[src/common/vec_pkg.sv]
// Shared constants of the vector coprocessor
// Element, index and length types, opcode enum
`default_nettype none

package vec_pkg;

  ////////////////////
  // Machine shape
  ////////////////////

  // Must stay a power of two
  localparam int unsigned NrLanes      = 4;
  localparam int unsigned Vlen         = 256;
  localparam int unsigned ElemWidth    = 32;
  localparam int unsigned Vlmax        = Vlen / ElemWidth;
  localparam int unsigned ElemsPerLane = Vlmax / NrLanes;
  localparam int unsigned NrVRegs      = 8;

  // Derived widths
  localparam int unsigned VRegIdxWidth = $clog2(NrVRegs);
  localparam int unsigned VlWidth      = $clog2(Vlmax + 1);
  localparam int unsigned ElemIdxWidth = $clog2(Vlmax);
  localparam int unsigned LaneIdxWidth = (NrLanes > 1) ? $clog2(NrLanes) : 1;
  localparam int unsigned SlotWidth    = (ElemsPerLane > 1) ? $clog2(ElemsPerLane) : 1;

  ////////////////////
  // Types
  ////////////////////

  typedef logic [ElemWidth-1:0]    elem_t;
  typedef logic [VRegIdxWidth-1:0] vreg_idx_t;
  typedef logic [VlWidth-1:0]      vl_t;
  typedef logic [ElemIdxWidth-1:0] elem_idx_t;
  typedef logic [LaneIdxWidth-1:0] lane_idx_t;
  typedef logic [SlotWidth-1:0]    slot_t;

  // Instructions accepted from the scalar core
  typedef enum logic [3:0] {
    VSETVL,
    VADD_VV,
    VSUB_VV,
    VAND_VV,
    VOR_VV,
    VXOR_VV,
    VADD_VX,
    VSUB_VX,
    VAND_VX,
    VOR_VX,
    VXOR_VX,
    // Scalar splat into every element
    VMV_VX,
    // Element at index scalar goes back to the core
    VEXTRACT
  } vec_op_e;

endpackage

`default_nettype wire

[src/hw/vec_dispatcher.sv]
// Request front end toward the scalar core
// Vector length register, VSETVL clamp, one-entry hold toward the sequencer
`timescale 1ns/1ps
`default_nettype none

module vec_dispatcher (
  input  wire logic          clk_i,
  input  wire logic          arst_n_i,
  // Scalar core side
  input  wire logic          acc_req_valid_i,
  output logic               acc_req_ready_o,
  input  vec_pkg::vec_op_e   acc_op_i,
  input  vec_pkg::vreg_idx_t acc_vd_i,
  input  vec_pkg::vreg_idx_t acc_vs1_i,
  input  vec_pkg::vreg_idx_t acc_vs2_i,
  input  vec_pkg::elem_t     acc_scalar_i,
  output logic               acc_resp_valid_o,
  output vec_pkg::elem_t     acc_resp_o,
  // Sequencer side
  output logic               seq_req_valid_o,
  input  wire logic          seq_req_ready_i,
  output vec_pkg::vec_op_e   seq_op_o,
  output vec_pkg::vreg_idx_t seq_vd_o,
  output vec_pkg::vreg_idx_t seq_vs1_o,
  output vec_pkg::vreg_idx_t seq_vs2_o,
  output vec_pkg::elem_t     seq_scalar_o,
  output vec_pkg::vl_t       seq_vl_o,
  input  wire logic          seq_idle_i,
  input  wire logic          seq_resp_valid_i,
  input  vec_pkg::elem_t     seq_resp_i
);

  logic           pend_q;
  logic           setvl_valid_q;
  vec_pkg::elem_t setvl_resp_q;
  vec_pkg::vl_t   vl_q;
  vec_pkg::vl_t   vl_clamp;
  logic           req_fire;
  logic           is_setvl;

  // Nothing held and the backend drained
  assign acc_req_ready_o = !pend_q && seq_idle_i;
  assign req_fire        = acc_req_valid_i && acc_req_ready_o;
  assign is_setvl        = (acc_op_i == vec_pkg::VSETVL);

  // Requested length saturates at Vlmax
  assign vl_clamp = (acc_scalar_i > vec_pkg::elem_t'(vec_pkg::Vlmax)) ?
                    vec_pkg::vl_t'(vec_pkg::Vlmax) : vec_pkg::vl_t'(acc_scalar_i);

  always_ff @(posedge clk_i or negedge arst_n_i) begin
    if (!arst_n_i) begin
      pend_q        <= 1'b0;
      setvl_valid_q <= 1'b0;
      vl_q          <= vec_pkg::vl_t'(vec_pkg::Vlmax);
    end else begin
      setvl_valid_q <= req_fire && is_setvl;
      if (req_fire && is_setvl) begin
        vl_q <= vl_clamp;
      end
      if (req_fire && !is_setvl) begin
        pend_q <= 1'b1;
      end else if (seq_req_ready_i) begin
        pend_q <= 1'b0;
      end
    end
  end

  // Instruction fields and the VSETVL answer
  always_ff @(posedge clk_i) begin
    if (req_fire && is_setvl) begin
      setvl_resp_q <= vec_pkg::elem_t'(vl_clamp);
    end
    if (req_fire && !is_setvl) begin
      seq_op_o     <= acc_op_i;
      seq_vd_o     <= acc_vd_i;
      seq_vs1_o    <= acc_vs1_i;
      seq_vs2_o    <= acc_vs2_i;
      seq_scalar_o <= acc_scalar_i;
    end
  end

  assign seq_req_valid_o = pend_q;
  // vl cannot move while an instruction is held
  assign seq_vl_o        = vl_q;

  // Only one of the two answers can be live in a cycle
  assign acc_resp_valid_o = setvl_valid_q || seq_resp_valid_i;
  assign acc_resp_o       = setvl_valid_q ? setvl_resp_q : seq_resp_i;

endmodule

`default_nettype wire

[config.mk]
export PLATFORM = sky130hd
export DESIGN_NAME = vec_dispatcher
export DESIGN_NICKNAME = d
export VERILOG_FILES = /design/src/common/vec_pkg.sv /design/src/hw/vec_dispatcher.sv
export SDC_FILE = /design/constraint.sdc
export NUM_CORES = 1
export LEC_CHECK = 0
export BUFFER_PORTS_ARGS = -buffer_cell sky130_fd_sc_hd__buf_4
export CORE_ASPECT_RATIO = 0.6
export CORE_MARGIN = 1
export CORE_UTILIZATION = 41
export CTS_BUF_LIST = sky130_fd_sc_hd__clkbuf_8
export CTS_CLUSTER_SIZE = 40
export DETAILED_ROUTE_END_ITERATION = 16
export PLACE_DENSITY = 0.84
export SYNTH_ARGS = -nofsm -noshare
export SYNTH_HDL_FRONTEND = slang
export SYNTH_SLANG_ARGS = --single-unit
[constraint.sdc]
create_clock -name clk_i -period 5.9 [get_ports clk_i]
set_input_delay 1.18 -clock clk_i [delete_from_list [all_inputs] [get_ports clk_i]]
set_output_delay 1.18 -clock clk_i [all_outputs]
set_load 0.005 [all_outputs]
# Word level (Yosys, flattened, before mapping)

Index checks and enable logic that the tools add are counted.

Output and inout port bits: 84
Register bits after elaboration: 55
Word-level logic and storage cells: 23

Multiplexer cells: 4
$lt $le $gt $ge: 1
Reduce and logical (&&, ||, !) cells: 9

Operators by type and width:

| operator                                                               | number |
|---|---|
| 32-bit by 4-bit > comparator with 1-bit output (second input constant) | 1 |
| 32-bit two-way mux                                                     | 1 |
| 1-bit logical AND                                                      | 4 |
| 4-bit zero test                                                        | 1 |
| 4-bit two-way mux                                                      | 1 |
| 1-bit zero test                                                        | 2 |
| 1-bit two-way mux                                                      | 2 |
| 2-bit nonzero test                                                     | 1 |
| 1-bit logical OR                                                       | 1 |

# Longest topological paths before layout

Word-level depth: 5
Depth in mapped cells: 5
Mapped depth without buffers: 5

# Least setup slack after synthesis

No wires, ideal clock.

Path kind: input to register
Start: in seq_idle_i
End: reg seq_op_o[0], enable pin
Data required time: 5.453 ns
Setup time: 0.447 ns
Arrival: 3.342 ns
Buffers on the path: 0
Path slack: 2.110 ns
Cell stages on the path: 3
Path through: nor2b_1 > nand2_1 > nor2_1

Longest elaborated chain between the ends: 3

Ends and longest elaborated chain:

| element              | RTL line             | source |
|---|---|---|
| start, declared      | vec_dispatcher.sv:28 | `input wire logic seq_idle_i,` |
| 1-bit logical AND    | vec_dispatcher.sv:42 | `assign acc_req_ready_o = !pend_q && seq_idle_i;` |
| 1-bit logical AND    | vec_dispatcher.sv:43 | `assign req_fire = acc_req_valid_i && acc_req_ready_o;` |
| 1-bit logical AND    | vec_dispatcher.sv:73 | `if (req_fire && !is_setvl) begin` |
| end signal, assigned | vec_dispatcher.sv:74 | `seq_op_o <= acc_op_i;` |
| end, declared        | vec_dispatcher.sv:22 | `output vec_pkg::vec_op_e seq_op_o,` |

No other way between the ends.
A chain may end at the register's enable or synchronous reset.

# Worst setup path after layout

Start: reg setvl_valid_q
End: out acc_resp_o[2]

Longest elaborated chain between the ends: 1

Ends and longest elaborated chain:

| element                | RTL line             | source |
|---|---|---|
| start, declared        | vec_dispatcher.sv:34 | `logic setvl_valid_q;` |
| start signal, assigned | vec_dispatcher.sv:56 | `setvl_valid_q <= req_fire && is_setvl;` |
| 32-bit two-way mux     | vec_dispatcher.sv:88 | `assign acc_resp_o = setvl_valid_q ? setvl_resp_q : seq_resp_i;` |
| end, declared          | vec_dispatcher.sv:18 | `output vec_pkg::elem_t acc_resp_o,` |

No other way between the ends.

==> run metrics <==
Setup crit start setvl_valid_q; Setup Fix Bufs, Post-CTS 0; vias in the first global route 1528; WS Path Type reg2out; Vias/cell 4.510; DRT Wirelength 5578 um; Area Growth Syn to Fin 67.37%; Worst-Skew Late Latency 290 ps; Bufs and invs on worst path 1; syn_nets 206; Cell variety after synth 25; CTS Root Cell clkbuf_8; drt wl/cell 15.62 um; Die H 57.20 um; Fmax 327.8 MHz; Worst setup EP type primary output; RSZ-0062 raised after global routing false; maximum vdd drop 0.1438 mV; leakage 0.001551 uW; grt ovf 0; FF-to-FF Start seq_req_valid_o; startpoint types flip-flop; endpoints failing hold 0; # clock sinks 55; layout cells sized above 1 63.27%; core area 0.004731 mm^2; cell family with most CP delay flip-flops; Ant. Diodes 0; pin count of the biggest net entering global routing 46; Resized cells post-CTS 0; Synth Instances 123; crit-path cells mux2_2, buf_4; max cap viols 0; final non-filler cell total 357; flops & latches, synth 55; IO Pins 167; Clock Skews 8.606 ps; initial antenna violation count 0; power share of the combinational group 15.7%; input/output buffers 166; syn avg cell area 16.93 um^2; fin area 0.003485 mm^2; setup tns final 0 ps; Cell Int Power 601.9 uW; reg2reg path depth 3; Final Total Pwr 758.4 uW; DRC Markers 0; GP Congestion 0.7794; Ys Warns 0; cts hold-fix bufs 0; Slew @ Worst Pin 1215 ps; clock power share 24.8%; Seq/Total Area, Yosys 77.94%; Worst Path Arrival 1870 ps; Cell Area, Synth 0.002082 mm^2; Tcrit/Tclk final 51.71%; Post-DP Area 0.003403 mm^2; Crit path depth 2; sw power 156.6 uW; Routed Antenna Nets 0; CP peak stage delay 1020 ps; Power Dens Cells 217.6 mW/mm^2; via count 1610; H-tree Lvls 2; minimum clock period after layout 3051 ps; Die W 94.00 um; Initial Utilization 44.01%; # rows 19; DRT Pass-1 Iters 4; first-pass GRT wire length 7907 um; Worst-path clk slew 90 ps; CTS tree yes; hold slack 491.1 ps; status finished clean; crit path max-delay cell type dfrtp_1; CTS buffer count 5; FF-to-FF End seq_scalar_o[10]; Iter 0 DRT Violations 41; crit path to acc_resp_o[2]; CP required 4720 ps; Final Max Tran Viols 0; hold crit path type reg2reg; Die Area 0.005377 mm^2; Max FO, Critical Path 33; Slew headroom 18.79%; flop-to-flop setup slack 3840 ps; switching share of power 20.64%; half-perimeter wire length after placement 4494 um; final setup fails 0; GR Util All Layers 19.96%; Final #Nets 376; dpl cells 349; sequential fraction of design power 59.6%; Clock Path Buffers 2
[area by class of cell]
| type | instances | area [um^2] |
|---|---|---|
| clock buffer | 5 | 68.82 |
| clock inverter | 3 | 12.51 |
| fill | 329 | 1246 |
| inverter | 3 | 11.26 |
| multi-input combinational | 62 | 444.2 |
| sequential | 55 | 1623 |
| tap | 63 | 78.83 |
| timing repair buffer | 166 | 1246 |
[registers in the layout, summed over array words and instances (netlist names)]
name and flops:
seq_op_o 4, seq_req_valid_o 1, seq_scalar_o 32, seq_vd_o 3, seq_vl_o 4, seq_vs1_o 3, seq_vs2_o 3, setvl_resp_q 4
setvl_valid_q 1
[power by group through the flow]
stage / Sequential, uW / Clock (uW) / Combinational [uW]
final: 452 / 188 / 119
after global routing: 453 / 209 / 128
after CTS: 452 / 194 / 120
after detailed placement: 460 / 0 / 120
after global placement: 460 / 0 / 118
after floorplan: 462 / 0 / 22.6
[worst reg2reg max path, cell delays in order, from the launching register on]
cell	delay [ps]
dfrtp_1	430
nor2b_1	180
nand2_1	130
nor2_4	920
[cells in the mapped netlist, drive strengths merged]
| cell | number | share of area, % |
|---|---|---|
| o31a | 1 | 0.42 |
| and3b | 1 | 0.42 |
| a22o | 2 | 0.84 |
| o22ai | 1 | 0.30 |
| nor3 | 1 | 0.48 |
| nand3 | 1 | 0.24 |
| nor2 | 1 | 0.18 |
| clkbuf | 3 | 0.54 |
| nor2b | 29 | 8.7 |
| nand2 | 5 | 1.0 |
| mux2 | 4 | 2.2 |
| dfrtp | 5 | 6.0 |
| nor4 | 9 | 4.0 |
| dfstp | 1 | 1.3 |
| and2 | 3 | 0.90 |
| or2 | 1 | 0.30 |
| o21ai | 2 | 0.66 |
| nand4 | 1 | 0.30 |
| edfxtp | 49 | 71 |
| inv | 3 | 0.54 |
[logic make-up after synthesis]
group,count (synthesis),synth area share [%]
and+or+nand+nor,52,16.59
DFF,55,77.94
AOI/OAI and AO/OA,6,2.224
buffers and inverters,6,1.082
muxes,4,2.163
[per-layer routing]
| metal | part of all wire [%] | vias up | global-route usage [%] | wire [um] |
|---|---|---|---|---|
| met4 | 0.25 | 0 | 3.297 | 14 |
| li1 | - | 790 | - | - |
| met3 | 7.7 | 2 | 6.267 | 431 |
| met5 | 0 | - | 0 | 0 |
| met1 | 46 | 746 | 28.20 | 2561 |
| met2 | 46 | 72 | 31.28 | 2570 |
[cell usage in the layout (no fill, tap or decap), drive strengths merged, types with 2 or more instances in the layout]
cell type | netlist | final
buf | 0 | 166
edfxtp | 49 | 49
nor2b | 29 | 29
nor4 | 9 | 9
clkbuf | 3 | 5
dfrtp | 5 | 5
inv | 3 | 5
nand2 | 5 | 5
mux2 | 4 | 4
and2 | 3 | 3
a22o | 2 | 2
o21ai | 2 | 2
[stage by stage]
stage | util (%) | setup WS, ps
after floorplan | - | 2110
after global placement | 71.94 | 3043
after detailed placement | 71.94 | 3012
after CTS | 73.66 | 2848
after global routing | 73.66 | 2716
final | 73.66 | 2849
[worst min path at each step]
stage / from / end / cells past startpoint
finish: seq_vl_o[0] / seq_vl_o[0] / 2
global route: seq_vl_o[3] / seq_vl_o[3] / 2
CTS: seq_vl_o[0] / seq_vl_o[0] / 2
detailed placement: seq_vl_o[0] / seq_vl_o[0] / 2
global placement: seq_vl_o[0] / seq_vl_o[0] / 2
floorplan: seq_vl_o[3] / seq_vl_o[3] / 2
Note: power is estimated with default switching activity, not from simulation.
