--- src/common/vec_pkg.sv ---
// Shared constants of the vector coprocessor
// Element, index and length types, opcode enum
`default_nettype none

package vec_pkg;

  ////////////////////
  // Machine shape
  ////////////////////

  // Must stay a power of two
  localparam int unsigned NrLanes      = 4;
  localparam int unsigned Vlen         = 256;
  localparam int unsigned ElemWidth    = 32;
  localparam int unsigned Vlmax        = Vlen / ElemWidth;
  localparam int unsigned ElemsPerLane = Vlmax / NrLanes;
  localparam int unsigned NrVRegs      = 8;

  // Derived widths
  localparam int unsigned VRegIdxWidth = $clog2(NrVRegs);
  localparam int unsigned VlWidth      = $clog2(Vlmax + 1);
  localparam int unsigned ElemIdxWidth = $clog2(Vlmax);
  localparam int unsigned LaneIdxWidth = (NrLanes > 1) ? $clog2(NrLanes) : 1;
  localparam int unsigned SlotWidth    = (ElemsPerLane > 1) ? $clog2(ElemsPerLane) : 1;

  ////////////////////
  // Types
  ////////////////////

  typedef logic [ElemWidth-1:0]    elem_t;
  typedef logic [VRegIdxWidth-1:0] vreg_idx_t;
  typedef logic [VlWidth-1:0]      vl_t;
  typedef logic [ElemIdxWidth-1:0] elem_idx_t;
  typedef logic [LaneIdxWidth-1:0] lane_idx_t;
  typedef logic [SlotWidth-1:0]    slot_t;

  // Instructions accepted from the scalar core
  typedef enum logic [3:0] {
    VSETVL,
    VADD_VV,
    VSUB_VV,
    VAND_VV,
    VOR_VV,
    VXOR_VV,
    VADD_VX,
    VSUB_VX,
    VAND_VX,
    VOR_VX,
    VXOR_VX,
    // Scalar splat into every element
    VMV_VX,
    // Element at index scalar goes back to the core
    VEXTRACT
  } vec_op_e;

endpackage

`default_nettype wire

--- src/hw/lane/vec_vrf.sv ---
// Lane slice of the vector register file
// Two combinational reads, one clocked write
`timescale 1ns/1ps
`default_nettype none

module vec_vrf (
  input  wire logic          clk_i,
  input  wire logic          arst_n_i,
  input  vec_pkg::vreg_idx_t rd_a_reg_i,
  input  vec_pkg::vreg_idx_t rd_b_reg_i,
  input  vec_pkg::slot_t     rd_slot_i,
  output vec_pkg::elem_t     rd_a_data_o,
  output vec_pkg::elem_t     rd_b_data_o,
  input  wire logic          wr_en_i,
  input  vec_pkg::vreg_idx_t wr_reg_i,
  input  vec_pkg::slot_t     wr_slot_i,
  input  vec_pkg::elem_t     wr_data_i
);

  // Register by slot
  vec_pkg::elem_t mem_q [vec_pkg::NrVRegs][vec_pkg::ElemsPerLane];

  always_ff @(posedge clk_i or negedge arst_n_i) begin
    if (!arst_n_i) begin
      for (int r = 0; r < vec_pkg::NrVRegs; r++) begin
        for (int s = 0; s < vec_pkg::ElemsPerLane; s++) begin
          mem_q[r][s] <= '0;
        end
      end
    end else if (wr_en_i) begin
      mem_q[wr_reg_i][wr_slot_i] <= wr_data_i;
    end
  end

  assign rd_a_data_o = mem_q[rd_a_reg_i][rd_slot_i];
  assign rd_b_data_o = mem_q[rd_b_reg_i][rd_slot_i];

endmodule

`default_nettype wire

--- src/hw/lane/vec_lane.sv ---
// One vector lane
// Slot walker, element ALU and the lane's register slice
`timescale 1ns/1ps
`default_nettype none

module vec_lane #(
  parameter int unsigned LaneId = 0
) (
  input  wire logic          clk_i,
  input  wire logic          arst_n_i,
  input  wire logic          pe_req_valid_i,
  input  vec_pkg::vec_op_e   pe_op_i,
  input  vec_pkg::vreg_idx_t pe_vd_i,
  input  vec_pkg::vreg_idx_t pe_vs1_i,
  input  vec_pkg::vreg_idx_t pe_vs2_i,
  input  vec_pkg::elem_t     pe_scalar_i,
  input  vec_pkg::vl_t       pe_vl_i,
  output logic               lane_done_o,
  output vec_pkg::elem_t     lane_scalar_o
);

  localparam vec_pkg::slot_t LastSlot = vec_pkg::slot_t'(vec_pkg::ElemsPerLane - 1);

  logic               busy_q;
  vec_pkg::slot_t     slot_q;
  vec_pkg::elem_idx_t elem_idx;
  vec_pkg::elem_t     vs2_data;
  vec_pkg::elem_t     vs1_data;
  vec_pkg::elem_t     opb;
  vec_pkg::elem_t     alu_res;
  logic               is_vx;
  logic               is_extract;
  logic               wr_en;

  ////////////////////
  // Slot walker
  ////////////////////

  always_ff @(posedge clk_i or negedge arst_n_i) begin
    if (!arst_n_i) begin
      busy_q <= 1'b0;
      slot_q <= '0;
    end else if (pe_req_valid_i) begin
      busy_q <= 1'b1;
      slot_q <= '0;
    end else if (busy_q) begin
      if (slot_q == LastSlot) begin
        busy_q <= 1'b0;
      end else begin
        slot_q <= slot_q + vec_pkg::slot_t'(1);
      end
    end
  end

  // Pulses while the last slot is being written
  assign lane_done_o = busy_q && (slot_q == LastSlot);

  // Element i sits in lane i mod NrLanes, slot i / NrLanes
  assign elem_idx = vec_pkg::elem_idx_t'(int'(slot_q) * vec_pkg::NrLanes + LaneId);

  ////////////////////
  // Element ALU
  ////////////////////

  assign is_vx = pe_op_i inside {vec_pkg::VADD_VX, vec_pkg::VSUB_VX, vec_pkg::VAND_VX,
                                 vec_pkg::VOR_VX, vec_pkg::VXOR_VX};
  assign opb   = is_vx ? pe_scalar_i : vs1_data;

  always_comb begin
    case (pe_op_i)
      vec_pkg::VADD_VV, vec_pkg::VADD_VX: alu_res = vs2_data + opb;
      vec_pkg::VSUB_VV, vec_pkg::VSUB_VX: alu_res = vs2_data - opb;
      vec_pkg::VAND_VV, vec_pkg::VAND_VX: alu_res = vs2_data & opb;
      vec_pkg::VOR_VV, vec_pkg::VOR_VX:   alu_res = vs2_data | opb;
      vec_pkg::VXOR_VV, vec_pkg::VXOR_VX: alu_res = vs2_data ^ opb;
      vec_pkg::VMV_VX:                    alu_res = pe_scalar_i;
      default:                            alu_res = vs2_data;
    endcase
  end

  // Tail elements keep their old value
  assign is_extract = (pe_op_i == vec_pkg::VEXTRACT);
  assign wr_en      = busy_q && !is_extract && (vec_pkg::vl_t'(elem_idx) < pe_vl_i);

  // Captured only in the lane and slot that own the index
  always_ff @(posedge clk_i) begin
    if (busy_q && is_extract &&
        (elem_idx == vec_pkg::elem_idx_t'(pe_scalar_i))) begin
      lane_scalar_o <= vs2_data;
    end
  end

  vec_vrf i_vrf (
    .clk_i       (clk_i   ),
    .arst_n_i    (arst_n_i),
    .rd_a_reg_i  (pe_vs2_i),
    .rd_b_reg_i  (pe_vs1_i),
    .rd_slot_i   (slot_q  ),
    .rd_a_data_o (vs2_data),
    .rd_b_data_o (vs1_data),
    .wr_en_i     (wr_en   ),
    .wr_reg_i    (pe_vd_i ),
    .wr_slot_i   (slot_q  ),
    .wr_data_i   (alu_res )
  );

endmodule

`default_nettype wire

--- config.mk ---
export PLATFORM = sky130hd
export DESIGN_NAME = vec_lane
export DESIGN_NICKNAME = d
export VERILOG_FILES = /design/src/common/vec_pkg.sv /design/src/hw/lane/vec_vrf.sv /design/src/hw/lane/vec_lane.sv
export SDC_FILE = /design/constraint.sdc
export NUM_CORES = 1
export LEC_CHECK = 0
export ABC_AREA = 0
export BUFFER_PORTS_ARGS = -buffer_cell sky130_fd_sc_hd__clkbuf_2
export CAP_MARGIN = 25
export CORE_MARGIN = 2
export CORE_UTILIZATION = 31
export DETAILED_ROUTE_END_ITERATION = 6
export PLACE_DENSITY_LB_ADDON = 0.2
export SLEW_MARGIN = 20
export SYNTH_ARGS = -nofsm -noshare
export SYNTH_HDL_FRONTEND = slang
export SYNTH_SLANG_ARGS = --single-unit
export TNS_END_PERCENT = 10
--- constraint.sdc ---
create_clock -name clk_i -period 5.55 [get_ports clk_i]
set_input_delay 0.2775 -clock clk_i [delete_from_list [all_inputs] [get_ports clk_i]]
set_output_delay 0.2775 -clock clk_i [all_outputs]
set_load 0.01 [all_outputs]
Yosys cells after proc, flatten, opt, wreduce, memory -nomap -nowiden --
Index checks and enable logic that the tools add are counted. Widths: inputs -> output; s select.
Storage, ports and cells: register bits after elaboration 546, input bits 52, output and inout port bits 33, word-level logic and storage cells 89
Operators by class: add/sub/neg operators 3, $lt $le $gt $ge 7, equal/unequal tests 13, muxes and demuxes 25, bitwise gates (word level) 7, reductions and logical operators 15
Operators by type and width (count):
- $bwmux 512 | 1
- $bmux 64 s3 | 2
- $mux 64 | 5
- $mux 32 | 8
- $demux 64 s3 | 1
- $pmux 32 s6 | 1
- $add 32x32->32 | 1
- $and 32x32->32 | 1
- $demux 32 s1 | 1
- $or 32x32->32 | 1
- $sub 32x32->32 | 1
- $xor 32x32->32 | 1
- $eq 4x4->1 const B | 5
- $eq 4x3->1 const B | 4
- $ge 4x4->1 const B | 3
- $not 3->4 | 3
- $reduce_or 2->1 | 5
- $eq 4x2->1 const B | 2
- $logic_and 1x1->1 | 7
- $mux 1 | 6
- $reduce_bool 5->1 | 1
- $eq 4x1->1 const B | 1
- $lt 3x4->1 | 1
- $lt 4x1->1 const B | 1
- 7 further kinds | 7

Longest topological paths before layout --
depth after elaboration 11, gate-level depth with buffers 27, depth with buffers taken out 22

Hierarchy --
Synthesis repeated with hierarchy kept, for this count alone.
Unflattened totals: cells, all modules 2540, area, all modules 33241.9 sq um
By module, submodules not included:
- vec_vrf | instances 1, cells each 1676, area each 26465.4 sq um, seq. area each 12812.3 sq um
- vec_lane | instances 1, cells each 864, area each 6776.5 sq um, seq. area each 1011.0 sq um

Least setup slack after synthesis --
Ideal clock, no wire load.
path type input -> register, start point input pe_vs1_i[0], end point register i_vrf.mem_q[125] (netlist bit), data arrival time 5.539 ns, data required time 5.485 ns, slack -0.054 ns, cell stages on the path 23, path buffers 4, cell sequence buf_6 buf_6 buf_4 mux4_2 mux4_2 mux2i_1 ha_1 and3_1 nand3_1 o21ai_0 xnor2_1 ha_1 nand2_1 nor3_1 nand2_1 and4_1 a211oi_1 o211a_1 o211ai_1 and3_1 o32ai_1 clkbuf_1 mux2_2
On the way: word-level cells in the longest chain between the ends 11
Ends and longest elaborated chain:
- from (decl) | RTL line vec_lane.sv:14 | input vec_pkg::vreg_idx_t pe_vs1_i,
- $not 3->4 (implied by the code) * | RTL line vec_vrf.sv:36 | assign rd_b_data_o = mem_q[rd_b_reg_i][rd_slot_i];
- $bmux 64 s3 * | RTL line vec_vrf.sv:36
- $mux 64 (implied by the code) * (2 in series) | RTL line vec_vrf.sv:36
- $mux 32 (implied by the code) * (3 in series) | RTL line vec_vrf.sv:36
- $mux 32 * | RTL line vec_lane.sv:67 | assign opb = is_vx ? pe_scalar_i : vs1_data;
- $sub 32x32->32 (tied with other cells) | RTL line vec_lane.sv:72 | vec_pkg::VSUB_VV, vec_pkg::VSUB_VX: alu_res = vs2_data - opb;
- $pmux 32 s6 * | RTL line vec_lane.sv:70 | case (pe_op_i)
- $bwmux 512 * | RTL line vec_vrf.sv:31 | mem_q[wr_reg_i][wr_slot_i] <= wr_data_i;
- to (signal, indexed assignment) | RTL line vec_vrf.sv:31
- to (decl) | RTL line vec_vrf.sv:21 | vec_pkg::elem_t mem_q [vec_pkg::NrVRegs][vec_pkg::ElemsPerLane];
Every way passes the cells marked *; elsewhere a longest branch is shown, timed or not. The select of a mux whose other input is x is not followed. A chain may end at the register's enable or synchronous reset.

Final worst setup path --
start point register i_vrf.mem_q[393] (netlist bit), end point register i_vrf.mem_q[127] (netlist bit)
On the way: word-level cells in the longest chain between the ends 10
Ends and longest elaborated chain (RTL line):
- $bmux 64 s3 | vec_vrf.sv:36
- $mux 64 (implied by the code) (2 in series) | vec_vrf.sv:36
- $mux 32 (implied by the code) (3 in series) | vec_vrf.sv:36
- $mux 32 | vec_lane.sv:67
- $sub 32x32->32 or $add 32x32->32 (tied branches) | vec_lane.sv:72, vec_lane.sv:71
- $pmux 32 s6 * | vec_lane.sv:70
- $bwmux 512 * | vec_vrf.sv:31
Marked as above.

==> metrics.md <==
| Metric | Value |
|---|---|
| Worst Setup SP | `i_vrf.mem_q[393]` |
| Failing checks | `negative setup slack` |
| Initial antenna violation count | `2` |
| Post-route ant nets | `0` |
| WHS | `around 0.16 ns` |
| Max Clk Rate | `roughly 0.18 GHz` |
| Placed Cells | `approximately 4,500` |
| Status | `finished with violations` |
| Worst Setup Slack, final | `-0.002643 ns` |
| Share of post-route cells with drive strength above 1 | `between 30% and 40%` |
| Post-synthesis sequential area ratio | `42.44%` |
| Clock root cell | `clkbuf_16` |
| Hold depth | `4` |
| Mapped Nets | `around 3,100` |
| Maximum vdd drop | `roughly 0.00028 V` |
| Worst R2R Path Depth | `23` |
| Clock Path Buffers | `3` |
| H-tree levels | `3` |
| Worst EP required | `roughly 6.1 ns` |
| Die Width | `between 300 and 400 um` |
| Via density | `5.388` |
| Final Non-Filler Cells | `4,660` |
| Synthesis-to-layout area growth | `23.17%` |
| DR DRC count | `0` |
| Fin util | `between 30% and 40%` |
| CTS tree | `yes` |
| Largest net degree at the start of global routing | `around 150` |
| FF+latch count, synth | `approximately 550` |
| Die height | `between 300 and 400 um` |
| Vias in the first global route | `approximately 26,000` |
| CP Launch Type | `flip-flop` |
| RSZ-0062 raised after global routing | `yes` |
| Num rows | `118` |
| TritonCTS Buffers | `slightly below 70` |
| Clk_skew | `around 0.034 ns` |
| Place WS | `-0.6864 ns` |
| Reg2reg end | `i_vrf.mem_q[127]` |
| Vias after detailed routing | `approximately 25,000` |
| Min-Delay Endpoint | `i_vrf.mem_q[401]` |
| Fraction of the cycle the final worst path needs | `100.0%` |
| Hold Vio Cnt, Final | `0` |
| Ys async rst share | `94.14%` |
| Post-DP HPWL | `80,910 um` |
| Max-slew headroom | `between 20% and 30%` |
| Top_reg_cell synth | `dfrtp_1` |
| Fin crit period | `~5.6 ns` |
| CTS clk-pin slew, worst paths | `approximately 0.060 ns` |
| EDFF count, synth | `32` |
| Global Route Usage Sum | `22.68%` |
| Gate Count Post-Synth | `between 2,000 and 3,000` |
| Core area | `103,900 um2` |
| Crit Path Category | `reg -> reg` |
| Yosys warning total | `0` |
| Max-Cap Viols | `0` |
| CP max FO | `8` |
| Min-delay src | `pe_vd_i[1]` |
| Power Density | `513.4 nW/um2` |
| Reg2reg start | `i_vrf.mem_q[393]` |
| Routed wire per std cell | `25.96 um` |
| Grt ovf | `0` |
| Min-Delay Path Class | `in -> reg` |
| Crit. End Element | `flip-flop` |
| Leak | `approximately 18 nW` |
| Synthesized area per cell | `11.22 um2` |
| Routability cong. | `around 0.88` |
| DR pass1 iterations | `5` |
| R2R Setup Slk | `-0.003 ns` |
| Full die area | `roughly 110,000 um2` |
| IO Pins | `85` |
| Mapped cell area | `between 30,000 and 40,000 um2` |
| # port buffers | `84` |
| Clock Sinks | `546` |
| Final net count | `between 3,000 and 4,000` |
| Post-Route WL | `121,000 um` |
| Initial core utilization | `between 30% and 40%` |
| Initial DRC count | `between 1,500 and 2,000` |
| Final Max Slew Viols | `0` |
| Synth unique cells | `71` |
| Setup violations, final | `2` |
| First-pass GRT wire length | `between 150,000 and 200,000 um` |
| Clock latency on the worst-skew pair | `~0.64 ns` |
| Slew @ Worst Pin | `approximately 1.1 ns` |
| CP arrival | `6.10 ns` |
| Power Total | `about 20 mW` |
routing by layer:
layer	routed length, um	GRT usage (%)	vias to the layer above
li1	-	-	11190
met1	51980	30.37	12990
met2	58070	37.65	721
met3	6419	3.291	204
met4	4520	7.743	2
met5	11	0	-
state kept, by name (all words and copies together), names as in the netlist:
name           cells
i_vrf.mem_q      512
busy_q             1
slot_q             1
lane_scalar_o     32
how the worst max path moves through the flow:
stage	to	cells past startpoint
floorplan	i_vrf.mem_q[125]	23
global placement	i_vrf.mem_q[157]	23
detailed placement	i_vrf.mem_q[413]	23
CTS	i_vrf.mem_q[30]	21
global route	i_vrf.mem_q[127]	24
finish	i_vrf.mem_q[127]	23
critical path: stages, from the launching register on:
cell	delay [ns]
dfrtp_1	0.40
mux4_2	0.47
mux4_2	0.52
mux2i_2	0.18
buf_6	0.16
nand3_4	0.09
nor4_4	0.37
buf_4	0.18
nand4_1	0.14
buf_4	0.20
nor3b_4	0.21
a21oi_2	0.08
xnor2_1	0.22
ha_1	0.28
a21o_1	0.20
a21oi_2	0.13
o221ai_1	0.11
a21o_1	0.20
a21oi_4	0.17
xor2_2	0.11
a2111o_1	0.35
a32oi_4	0.37
clkbuf_16	0.22
mux2_4	0.14
cells in the final DEF, fill, tap and decap left out, types with 10 or more instances in the layout:
| cell | count |
|---|---|
| nand2_1 | 710 |
| dfrtp_1 | 513 |
| buf_4 | 349 |
| mux4_2 | 289 |
| o21ai_0 | 179 |
| mux2_2 | 135 |
| a21oi_1 | 123 |
| ha_1 | 97 |
| nor2_1 | 78 |
| clkbuf_16 | 78 |
| clkbuf_2 | 78 |
| inv_1 | 71 |
| mux2i_1 | 59 |
| a221oi_1 | 48 |
| xnor2_1 | 40 |
| edfxtp_1 | 32 |
| mux2_4 | 29 |
| buf_12 | 27 |
| a21o_1 | 21 |
| nor2b_1 | 16 |
| nand3_1 | 16 |
| clkbuf_8 | 16 |
| nand2b_1 | 14 |
| nor2_4 | 14 |
| clkinv_2 | 12 |
| o22ai_1 | 12 |
| a221o_1 | 11 |
| xor2_1 | 11 |
| a211oi_1 | 10 |
report_power, final:
group	leakage (nW)	switching [mW]	internal, mW	total (mW)
clock network	1.23	1.86	3.09	4.96
logic	9.89	4.18	4.65	8.82
registers	6.83	1.19	5.63	6.82
logic make-up (layout without fill, tap and decap cells):
family	after synthesis	after routing	synth area share (%)
AND/OR/NAND/NOR	915	915	11.46
multiplexers	519	519	27.90
AO/OA/AOI/OAI	479	479	8.981
flip-flops	546	546	42.44
buffers and inverters	289	666	3.884
adder cells (fa/ha/maj)	101	101	3.903
XOR/XNOR	53	53	1.425
other	0	1	0
timing repair:
item,in CTS,in global routing
hold buffers,2,0
endpoints found under the setup margin,56,192
buffers inserted,1,5
cloned,0,2
endpoints found under the hold margin,66,0
pin swaps,1,33
gates resized for setup,6,87
cell usage after synthesis (all sizes together) (3+ instances only):
master / number / area [um2]
buf: 69 / 439.2
nand2b: 15 / 93.84
xnor2: 41 / 359.1
a21o: 22 / 165.2
inv: 71 / 266.5
or2: 4 / 25.02
and3: 10 / 62.56
nor4: 8 / 80.08
and2: 8 / 50.05
a22oi: 11 / 82.58
nand3b: 3 / 22.52
a21oi: 130 / 650.6
a221o: 12 / 120.1
nor3: 9 / 45.04
a211oi: 14 / 110.1
o211ai: 4 / 30.03
o22ai: 12 / 75.07
dfrtp: 514 / 12860
nand3: 21 / 115.1
a221oi: 52 / 468.0
nand4: 5 / 31.28
nor2b: 17 / 106.4
nor2: 96 / 362.8
xor2: 12 / 105.1
nand2: 711 / 2669
mux2: 164 / 1884
o21ai: 188 / 940.9
clkbuf: 148 / 555.5
or3: 3 / 18.77
a31oi: 11 / 68.82
ha: 100 / 1251
o221ai: 3 / 26.28
mux2i: 66 / 695.7
mux4: 289 / 6509
edfxtp: 32 / 960.9
area by class of cell:
| cell class | instances | area (um2) |
|---|---|---|
| diodes | 1 | 2.502 |
| clock buffers | 96 | 2127 |
| clock inverters | 28 | 375.4 |
| fillers | 10110 | 63820 |
| inverters | 72 | 271.5 |
| multi-input cells | 2067 | 18020 |
| flip-flops and latches | 546 | 13820 |
| well taps | 1380 | 1727 |
| repair buffers | 470 | 3766 |
metrics by stage:
stage / TNS [ns] / area, um2
finish: -0.003573 / 40120
global route: -10.11 / 40120
CTS: 0 / 39670
detailed placement: -66.28 / 37090
global placement: -52.38 / 37070
floorplan: 0 / 32580
Note: power is estimated with default switching activity, not from simulation.
