--- config.mk ---
export PLATFORM = sky130hd
export DESIGN_NAME = vec_sequencer
export DESIGN_NICKNAME = d
export VERILOG_FILES = /design/src/common/vec_pkg.sv /design/src/hw/vec_sequencer.sv
export SDC_FILE = /design/constraint.sdc
export NUM_CORES = 1
export LEC_CHECK = 0
export ABC_AREA = 1
export BUFFER_PORTS_ARGS = -buffer_cell sky130_fd_sc_hd__buf_2
export CAP_MARGIN = 20
export CORE_AREA = 2 2 104 106
export CTS_CLUSTER_DIAMETER = 120
export CTS_CLUSTER_SIZE = 40
export DETAILED_ROUTE_END_ITERATION = 12
export DIE_AREA = 0 0 106 108
export SYNTH_ARGS = -nofsm -noshare
export SYNTH_HDL_FRONTEND = slang
export SYNTH_SLANG_ARGS = --single-unit
--- constraint.sdc ---
create_clock -name clk_i -period 5.4 [get_ports clk_i]
set_clock_uncertainty 0.05 [all_clocks]
set_input_delay 1.35 -clock clk_i [delete_from_list [all_inputs] [get_ports clk_i]]
set_output_delay 1.35 -clock clk_i [all_outputs]
set_load 0.05 [all_outputs]
--- src/common/vec_pkg.sv ---
// Shared constants of the vector coprocessor
// Element, index and length types, opcode enum
`default_nettype none

package vec_pkg;

  ////////////////////
  // Machine shape
  ////////////////////

  // Must stay a power of two
  localparam int unsigned NrLanes      = 4;
  localparam int unsigned Vlen         = 256;
  localparam int unsigned ElemWidth    = 32;
  localparam int unsigned Vlmax        = Vlen / ElemWidth;
  localparam int unsigned ElemsPerLane = Vlmax / NrLanes;
  localparam int unsigned NrVRegs      = 8;

  // Derived widths
  localparam int unsigned VRegIdxWidth = $clog2(NrVRegs);
  localparam int unsigned VlWidth      = $clog2(Vlmax + 1);
  localparam int unsigned ElemIdxWidth = $clog2(Vlmax);
  localparam int unsigned LaneIdxWidth = (NrLanes > 1) ? $clog2(NrLanes) : 1;
  localparam int unsigned SlotWidth    = (ElemsPerLane > 1) ? $clog2(ElemsPerLane) : 1;

  ////////////////////
  // Types
  ////////////////////

  typedef logic [ElemWidth-1:0]    elem_t;
  typedef logic [VRegIdxWidth-1:0] vreg_idx_t;
  typedef logic [VlWidth-1:0]      vl_t;
  typedef logic [ElemIdxWidth-1:0] elem_idx_t;
  typedef logic [LaneIdxWidth-1:0] lane_idx_t;
  typedef logic [SlotWidth-1:0]    slot_t;

  // Instructions accepted from the scalar core
  typedef enum logic [3:0] {
    VSETVL,
    VADD_VV,
    VSUB_VV,
    VAND_VV,
    VOR_VV,
    VXOR_VV,
    VADD_VX,
    VSUB_VX,
    VAND_VX,
    VOR_VX,
    VXOR_VX,
    // Scalar splat into every element
    VMV_VX,
    // Element at index scalar goes back to the core
    VEXTRACT
  } vec_op_e;

endpackage

`default_nettype wire

--- src/hw/vec_sequencer.sv ---
// Backend sequencer
// Broadcasts one instruction to all lanes and collects their completion
// Returns the owning lane's element for VEXTRACT
`timescale 1ns/1ps
`default_nettype none

module vec_sequencer (
  input  wire logic                            clk_i,
  input  wire logic                            arst_n_i,
  // Dispatcher side
  input  wire logic                            seq_req_valid_i,
  output logic                                 seq_req_ready_o,
  input  vec_pkg::vec_op_e                     seq_op_i,
  input  vec_pkg::vreg_idx_t                   seq_vd_i,
  input  vec_pkg::vreg_idx_t                   seq_vs1_i,
  input  vec_pkg::vreg_idx_t                   seq_vs2_i,
  input  vec_pkg::elem_t                       seq_scalar_i,
  input  vec_pkg::vl_t                         seq_vl_i,
  output logic                                 seq_idle_o,
  output logic                                 seq_resp_valid_o,
  output vec_pkg::elem_t                       seq_resp_o,
  // Lane side
  output logic                                 pe_req_valid_o,
  output vec_pkg::vec_op_e                     pe_op_o,
  output vec_pkg::vreg_idx_t                   pe_vd_o,
  output vec_pkg::vreg_idx_t                   pe_vs1_o,
  output vec_pkg::vreg_idx_t                   pe_vs2_o,
  output vec_pkg::elem_t                       pe_scalar_o,
  output vec_pkg::vl_t                         pe_vl_o,
  input  wire logic           [vec_pkg::NrLanes-1:0] lane_done_i,
  input  vec_pkg::elem_t      [vec_pkg::NrLanes-1:0] lane_scalar_i
);

  typedef enum logic [1:0] {
    IDLE,
    ISSUE,
    WAIT,
    RESP
  } seq_state_e;

  seq_state_e                  state_q;
  seq_state_e                  state_d;
  logic [vec_pkg::NrLanes-1:0] done_q;
  logic [vec_pkg::NrLanes-1:0] done_all;
  vec_pkg::lane_idx_t          ext_lane;

  assign seq_req_ready_o = (state_q == IDLE);
  assign seq_idle_o      = (state_q == IDLE);
  assign pe_req_valid_o  = (state_q == ISSUE);
  assign done_all        = done_q | lane_done_i;

  always_comb begin
    state_d = state_q;
    case (state_q)
      IDLE:  if (seq_req_valid_i) state_d = ISSUE;
      ISSUE: state_d = WAIT;
      WAIT: begin
        if (&done_all) begin
          state_d = (pe_op_o == vec_pkg::VEXTRACT) ? RESP : IDLE;
        end
      end
      RESP:    state_d = IDLE;
      default: state_d = IDLE;
    endcase
  end

  always_ff @(posedge clk_i or negedge arst_n_i) begin
    if (!arst_n_i) begin
      state_q <= IDLE;
      done_q  <= '0;
    end else begin
      state_q <= state_d;
      if (state_q == ISSUE) begin
        done_q <= '0;
      end else if (state_q == WAIT) begin
        done_q <= done_all;
      end
    end
  end

  // Fields stay put for the whole instruction
  always_ff @(posedge clk_i) begin
    if (seq_req_valid_i && seq_req_ready_o) begin
      pe_op_o     <= seq_op_i;
      pe_vd_o     <= seq_vd_i;
      pe_vs1_o    <= seq_vs1_i;
      pe_vs2_o    <= seq_vs2_i;
      pe_scalar_o <= seq_scalar_i;
      pe_vl_o     <= seq_vl_i;
    end
  end

  // Low index bits name the owning lane
  assign ext_lane         = vec_pkg::lane_idx_t'(pe_scalar_o);
  assign seq_resp_valid_o = (state_q == RESP);
  assign seq_resp_o       = lane_scalar_i[ext_lane];

endmodule

`default_nettype wire

# == Yosys cells after proc, flatten, opt, wreduce, memory -nomap -nowiden ==
# Cells that the tools add are included.
# totals
register_bits,55
in_bits,184
output_inout_bits,85
word_cells,29
# classes
n_lt_le_gt_ge,1
eq_ne,6
n_mux,8
bitwise_logic,1
reduce_logical,5
# ops
operator,n
binary-select mux 32 bit (select 2 bit),1
two-way mux 32 bit,1
two-way mux 4 bit,2
case mux 2 bit (4 select lines),1
two-way mux 2 bit,3
"== test 2 bit, second input constant",2
"== test 4 bit, second input constant",1
"inequality test 2 bit, second input constant",2
OR 4 bit,1
AND reduction 4 bit,1
"less-than comparator 2 x 3 -> 1 bit, second input constant",1
"== test 2 x 1 -> 1 bit, second input constant",1
logical NOT 2 bit,1
AND reduction 2 bit,1
nonzero test 2 bit,1
logical AND 1 bit,1

# == Logic depth before layout (Yosys ltp) ==
# Gate-level depths: netlist of the first run.
# logic_depth
ltp_word,4
depth_mapped,8
ltp_nobuf,8

# == Worst setup path before layout of the first run ==
# Ideal clock, no wire load.
# synth_timing
path_kind,input port to output port
start,input port lane_scalar_i[64] (netlist bit)
end,output port seq_resp_o[0]
t_arrival_ns,2.210
t_required_ns,4.000
slack_ns,1.790
cell_stages,2
n_path_buf,0
cell_sequence,o21ai_0 o22ai_1
# synth_between
elab_chain_cells,2
# synth_lines
element,line_no,text
from (decl),vec_sequencer.sv:31,input vec_pkg::elem_t [vec_pkg::NrLanes-1:0] lane_scalar_i
binary-select mux 32 bit (select 2 bit),vec_sequencer.sv:96,assign seq_resp_o = lane_scalar_i[ext_lane];
two-way mux 32 bit (implied by the code),vec_sequencer.sv:96,
to (decl),vec_sequencer.sv:21,"output vec_pkg::elem_t seq_resp_o,"
# Every way passes these cells. The select of a mux whose other input is x is not followed.

# == Worst setup path in the final report of the first run ==
# layout_timing
start,register pe_scalar_o[1]
end,output port seq_resp_o[10]
# layout_between
elab_chain_cells,2
# layout_lines
element,line_no,text
from (decl),vec_sequencer.sv:28,"output vec_pkg::elem_t pe_scalar_o,"
from (signal assigned),vec_sequencer.sv:88,pe_scalar_o <= seq_scalar_i;
binary-select mux 32 bit (select 2 bit),vec_sequencer.sv:96,
two-way mux 32 bit (implied by the code),vec_sequencer.sv:96,
# Every way passes these cells. The select of a mux whose other input is x is not followed.

==> flow_metrics.py, run 1 <==
metrics = {
    "run_status": {
        "outcome": "complete, no violations",
    },
    "clocking": {
        "postCtsSetupBuffers": 0,
        "clk_latency_ns": 0.31,
        "clock_sink_count": 55,
        "cts_tree": "done",
        "ctsResizeCount": 0,
        "htree_levels": 2,
        "clk_pin_slew_ns": 0.10,
        "clock-root-buffer": "clkbuf_8",
        "cts_buffer_depth": 2,
        "cts_buffers": 5,
        "cts_hold_buf": 0,
    },
    "floorplanning": {
        "die_x_um": 106,
        "fp.dieH_um": 108,
        "core_mm2": 0.0102,
        "initial_core_util": 0.271,
        "dieArea_mm2": 0.0114,
        "io-pin-count": 269,
        "num_rows": 37,
    },
    "setup_path": {
        "cp_slowest_cell": "edfxtp_1",
        "worstPathArrival_ns": 2.41,
        "crit_type": "reg -> out",
        "endpoint_kind": "primary output",
        "crit_chain": "inv_2 -> o21ai_1 -> o22ai_1 -> buf_2",
        "r2r_slack_ns": 3.37,
        "start_kind": "flip-flop",
        "max_stage_delay_ns": 1.02,
        "worstPathRequired_ns": 4.00,
        "worstPathMaxFanout": 34,
        "timing.rr.start": "state_q[1]$_DFFE_PN0P_",
        "rr_worst_depth": 4,
        "r2r_end": "pe_scalar_o[25]$_DFFE_PP_",
    },
    "layout": {
        "diodes": 0,
        "final_common_cell": "buf_2",
        "n_fill_cell": 1055,
        "layout_common_cells": "268 x buf_2, 72 x nor2_1, 49 x edfxtp_1, 36 x o21ai_0, 32 x o22ai_1",
        "area_delta_synth_final_pct": 52.1,
        "drive_above_1_share": 0.524,
        "final_nets": 725,
    },
    "synthesis": {
        "yosys.area_share.adder": 0.0180,
        "synth_seq_cells": 55,
        "syn-num-nets": 469,
        "synth_top_cell_area_share": 0.530,
        "synth_area_mm2": 0.00278,
        "syn_avg_cell_area_um2": 9.88,
        "synth_top_family_by_area": "compound AO/OA/AOI/OAI gates",
        "synth_xor_area_frac": 0,
        "yosysSeqAreaShare": 0.584,
        "synthMuxAreaShare": 0,
        "synth_compound_area_frac": 0.195,
        "postSynthCellCount": 281,
        "synth-simple-area-share": 0.130,
        "synthTopCellsByArea": "edfxtp_1 53%, nor2_1 9.7%, o22ai_1 7.2%",
        "yosysUniqueCellTypes": 18,
        "yosysWarnings": 0,
        "synth_area_leader_cell": "edfxtp_1",
    },
    "grt": {
        "grt_max_degree": 65,
        "antenna_found_initial": 0,
        "overflow": 0,
        "grt_pass1_wl_um": 14200,
        "grt_usage": 0.159,
        "grt_pass1_vias": 2988,
    },
    "placed_design": {
        "place_hpwl_um": 7680,
        "gp_congestion": 0.850,
        "placement.io_buffers": 268,
    },
    "route": {
        "firstDrtPassIters": 4,
        "wl_per_cell_um": 14.4,
        "ant_nets": 0,
        "drt_iter0_drc": 200,
        "drc": 0,
        "num_vias": 3112,
        "wirelength_um": 9730,
        "viasPerCell": 4.62,
    },
    "timing": {
        "fin_crit_sh": 0.705,
        "fmax_mhz": 263,
        "hold_viol_final": 0,
        "fin_tns_setup_ns": 0,
        "layout_min_cycle_time_ns": 3.81,
        "tightest_slew_ns": 1.01,
        "max_slew_margin": 0.327,
        "rsz0062_at_grt": "false",
        "final_max_slew_viol_count": 0,
        "setup_viol": 0,
    },
    "job": {
        "drv_cap": 0,
    },
    "worst_hold_path": {
        "hp-start": "done_q[2]$_DFFE_PN0P_",
        "hold_path.class": "reg -> reg",
        "hold-path-cell-count": 2,
        "hold-path-endpoint": "done_q[2]$_DFFE_PN0P_",
    },
    "pwr": {
        "worst_ir_drop_vdd_uv": 438,
        "powerDensity_mw_per_mm2": 454,
        "finalPower_w": 0.00192,
        "leakage_nw": 2.02,
    },
}
power by group:
part	internal [W]	switching (W)
registers	0.000581	0.0000523
logic	0.000242	0.000811
clock network	0.0000939	0.000136
total	0.000918	0.00100
metrics by stage:
| step | setup WS, ns | hold slack (ns) | util | std cells | area (um2) |
|---|---|---|---|---|---|
| after CTS | 1.56 | 0.490 | 0.413 | 674 | 4220 |
| after detailed placement | 1.89 | 0.475 | 0.404 | 666 | 4130 |
| after global routing | 1.28 | 0.524 | 0.413 | 674 | 4220 |
| final | 1.59 | 0.487 | 0.413 | 674 | 4220 |
| after global placement | 1.89 | 0.470 | 0.404 | 666 | 4130 |
| after floorplan | 1.79 | 0.450 | - | 281 | 2780 |
state kept, by name, indices dropped and copies added (netlist names):
register     flops
pe_vs1_o         3
pe_scalar_o     32
pe_vs2_o         3
done_q           4
state_q          2
pe_vl_o          4
pe_op_o          4
pe_vd_o          3
cells in the mapped netlist:
cell / number
buf_6: 9
inv_8: 1
nand3_1: 3
edfxtp_1: 49
nor2_1: 72
nand2_1: 17
ha_1: 4
buf_4: 4
or2_2: 2
o21ai_0: 36
buf_2: 6
o22ai_1: 32
clkbuf_1: 1
dfrtp_1: 6
inv_2: 1
o21ai_1: 28
inv_1: 6
a21oi_1: 4
worst max-delay path, delay by kind of cell (launching register included):
| family | cells | cell delay (ns) |
|---|---|---|
| compound gates | 2 | 0.32 |
| buf+inv | 2 | 0.73 |
| flops | 1 | 1.02 |
worst max path at each step:
| stage | startpoint | end | cells past startpoint |
|---|---|---|---|
| floorplan | lane_scalar_i[64] | seq_resp_o[0] | 2 |
| global placement | lane_scalar_i[74] | seq_resp_o[10] | 4 |
| detailed placement | lane_scalar_i[74] | seq_resp_o[10] | 4 |
| CTS | pe_scalar_o[1]$_DFFE_PP_ | seq_resp_o[10] | 4 |
| global route | pe_scalar_o[1]$_DFFE_PP_ | seq_resp_o[10] | 4 |
| finish | pe_scalar_o[1]$_DFFE_PP_ | seq_resp_o[10] | 4 |
logic make-up (layout without fill, tap and decap cells):
group,count (synthesis),after routing
AO/OA/AOI/OAI,100,100
buffers and inverters,28,285
AND/OR/NAND/NOR,94,94
adder cells (fa/ha/maj),4,4
flip-flops,55,55
routing by layer:
metal,part of all wire,vias up,global-route usage
met5,0,-,0
met4,0.025,0,0.0677
met3,0.13,16,0.0693
met2,0.47,195,0.279
met1,0.38,1380,0.168
li1,-,1521,-
layout make-up:
cell class                 instances  area, um2  area share
multi-input combinational        198        952       0.226
clock inverter                     3       22.5     0.00533
clock buffer                       5       68.8      0.0163
tap                              136        170      0.0403
inverter                           8       37.5     0.00889
sequential                        55       1620       0.384
timing repair buffer             269       1350       0.320
No activity file was read; power rests on OpenSTA's default activity.
==> run 2: changes to the inputs <==
--- a/config.mk
+++ b/config.mk
@@ -5,7 +5,7 @@
 export SDC_FILE = /design/constraint.sdc
 export NUM_CORES = 1
 export LEC_CHECK = 0
-export ABC_AREA = 1
+export ABC_AREA = 0
 export BUFFER_PORTS_ARGS = -buffer_cell sky130_fd_sc_hd__buf_2
 export CAP_MARGIN = 20
 export CORE_AREA = 2 2 104 106
==> constraint.sdc (replaced) <==
create_clock -name clk_i -period 3.7 [get_ports clk_i]
set_clock_uncertainty 0.05 [all_clocks]
set_input_delay 0.925 -clock clk_i [delete_from_list [all_inputs] [get_ports clk_i]]
set_output_delay 0.925 -clock clk_i [all_outputs]
set_load 0.05 [all_outputs]
==> flow_metrics.py, run 2 <==
metrics = {
    "synthesis": {
        "synthTopCellsByArea": "edfxtp_1 56%, mux4_2 25%, dfrtp_1 5.7%",
        "syn-num-nets": 313,
        "syn_avg_cell_area_um2": 21.2,
        "synthFlopType": "edfxtp_1",
        "yosysWarnings": 0,
        "async_flop_share": 0.109,
        "synth_xor_area_frac": 0,
        "synth_top_family_by_area": "multiplexers",
        "synth_area_mm2": 0.00265,
        "yosysUniqueCellTypes": 22,
        "yosysSeqAreaShare": 0.612,
        "yosys.area_share.adder": 0.0189,
        "synthTopCellsByCount": "49 x edfxtp_1, 30 x mux4_2, 8 x a21oi_1",
        "synth_seq_cells": 55,
        "postSynthCellCount": 125,
        "synth.most_common_cell": "edfxtp_1",
        "synthMuxAreaShare": 0.275,
        "synth_compound_area_frac": 0.0382,
        "synth_area_leader_cell": "edfxtp_1",
        "synth_top_cell_area_share": 0.555,
        "synth-simple-area-share": 0.0165,
        "synth-edff-count": 49,
    },
    "timing": {
        "layout_setup_ws_ns": 0.793,
        "rsz0062_at_grt": "false",
        "final_max_slew_viol_count": 0,
        "fin_crit_sh": 0.786,
        "layout_min_cycle_time_ns": 2.91,
        "setup_viol": 0,
        "tightest_slew_ns": 0.737,
        "hold_viol_final": 0,
        "fmax_mhz": 344,
        "max_slew_margin": 0.508,
        "fin_tns_setup_ns": 0,
    },
    "floorplanning": {
        "fp.dieH_um": 108,
        "core_mm2": 0.0102,
        "initial_core_util": 0.259,
        "dieArea_mm2": 0.0114,
        "die_x_um": 106,
        "io-pin-count": 269,
        "num_rows": 37,
    },
    "route": {
        "drt_iter0_drc": 143,
        "drc": 0,
        "wl_per_cell_um": 16.8,
        "num_vias": 2403,
        "viasPerCell": 4.51,
        "firstDrtPassIters": 4,
        "ant_nets": 0,
        "wirelength_um": 8940,
    },
    "clocking": {
        "htree_levels": 2,
        "clk_latency_ns": 0.31,
        "clock_sink_count": 55,
        "cts_hold_buf": 0,
        "ctsResizeCount": 0,
        "clk_pin_slew_ns": 0.10,
        "cts_tree": "done",
        "cts_buffer_depth": 2,
        "clock-root-buffer": "clkbuf_8",
        "cts_buffers": 5,
        "postCtsSetupBuffers": 0,
    },
    "setup_path": {
        "crit_buf_inv": 2,
        "cp_slowest_cell": "edfxtp_1",
        "worstPathMaxFanout": 23,
        "r2r_slack_ns": 1.52,
        "worstPathRequired_ns": 2.72,
        "rr_worst_depth": 4,
        "r2r_end": "pe_vs1_o[1]$_DFFE_PP_",
        "endpoint_kind": "primary output",
        "crit_chain": "buf_4 -> mux4_2 -> buf_2",
        "start_kind": "flip-flop",
        "critPathTopFamily": "flip-flops",
        "worstPathArrival_ns": 1.93,
        "max_stage_delay_ns": 0.63,
        "timing.rr.start": "state_q[0]$_DFFE_PN0P_",
        "crit_type": "reg -> out",
    },
    "layout": {
        "diodes": 0,
        "layout_common_cells": "268 x buf_2, 49 x edfxtp_1, 30 x mux4_2, 8 x a21oi_1, 6 x dfrtp_1",
        "final_nets": 584,
        "area_delta_synth_final_pct": 58.3,
        "final_common_cell": "buf_2",
        "drive_above_1_share": 0.783,
        "n_fill_cell": 994,
        "regMostFlops": "pe_scalar_o",
        "largest_reg_flops": 32,
    },
    "grt": {
        "overflow": 0,
        "grt_max_degree": 32,
        "antenna_found_initial": 0,
        "grt_pass1_wl_um": 12400,
        "grt_usage": 0.142,
        "grt_pass1_vias": 2447,
    },
    "pwr": {
        "leakage_nw": 1.96,
        "worst_ir_drop_vdd_uv": 262,
        "finalPower_w": 0.00270,
        "powerDensity_mw_per_mm2": 642,
    },
    "worst_hold_path": {
        "hold_path.class": "in -> async",
    },
    "placed_design": {
        "pre_cts_ws_ns": 0.966,
        "place_hpwl_um": 7550,
        "gp_congestion": 0.752,
        "placement.io_buffers": 268,
    },
    "job": {
        "drv_cap": 0,
    },
    "run_status": {
        "outcome": "complete, no violations",
    },
}
## run 2: cell type report
type                            instances  area [um2]  share of cell area
Clock buffer                            5        68.8              0.0164
Clock inverter                          3        23.8             0.00567
Inverter                                2        7.51             0.00179
Multi-Input combinational cell         59         925               0.220
Sequential cell                        55        1620               0.387
Tap cell                              136         170              0.0406
Timing Repair Buffer                  273        1380               0.329
## run 2: worst max-delay path by stage
stage / depth (start not counted) / endpoint / slack [ns] / from
global placement: 3 / seq_resp_o[31] / 0.95 / lane_scalar_i[63]
CTS: 3 / seq_resp_o[19] / 0.77 / pe_scalar_o[1]$_DFFE_PP_
detailed placement: 3 / seq_resp_o[31] / 0.97 / lane_scalar_i[63]
global route: 3 / seq_resp_o[31] / 0.70 / pe_scalar_o[1]$_DFFE_PP_
floorplan: 3 / pe_op_o[0]$_DFFE_PP_ / 0.93 / state_q[1]$_DFFE_PN0P_
finish: 3 / seq_resp_o[11] / 0.79 / pe_scalar_o[1]$_DFFE_PP_
## run 2: metal layers
| layer | track usage | share of wire |
|---|---|---|
| met1 | 0.153 | 0.34 |
| met2 | 0.255 | 0.52 |
| met3 | 0.0500 | 0.10 |
| met4 | 0.0564 | 0.029 |
| met5 | 0 | 0 |
## run 2: cells by family after synthesis
kind of cell	Yosys count
compound gates	16
fa+ha+maj	4
buf+inv	11
flops	55
mux	32
simple gates	7
## run 2: per-stage QoR
stage / instances / hold slack (ns) / util / cell area, um2
after floorplan: 125 / 0.445 / - / 2650
after global placement: 525 / 0.462 / 0.401 / 4100
final: 533 / 0.369 / 0.410 / 4200
after detailed placement: 525 / 0.484 / 0.401 / 4100
after CTS: 533 / 0.359 / 0.410 / 4200
after global routing: 533 / 0.357 / 0.410 / 4200
## run 2: power by group
part	switching, W	total, W	internal [W]
registers	0.0000558	0.000905	0.000850
clock network	0.000203	0.000340	0.000137
logic	0.00105	0.00145	0.000402
total	0.00131	0.00270	0.00139
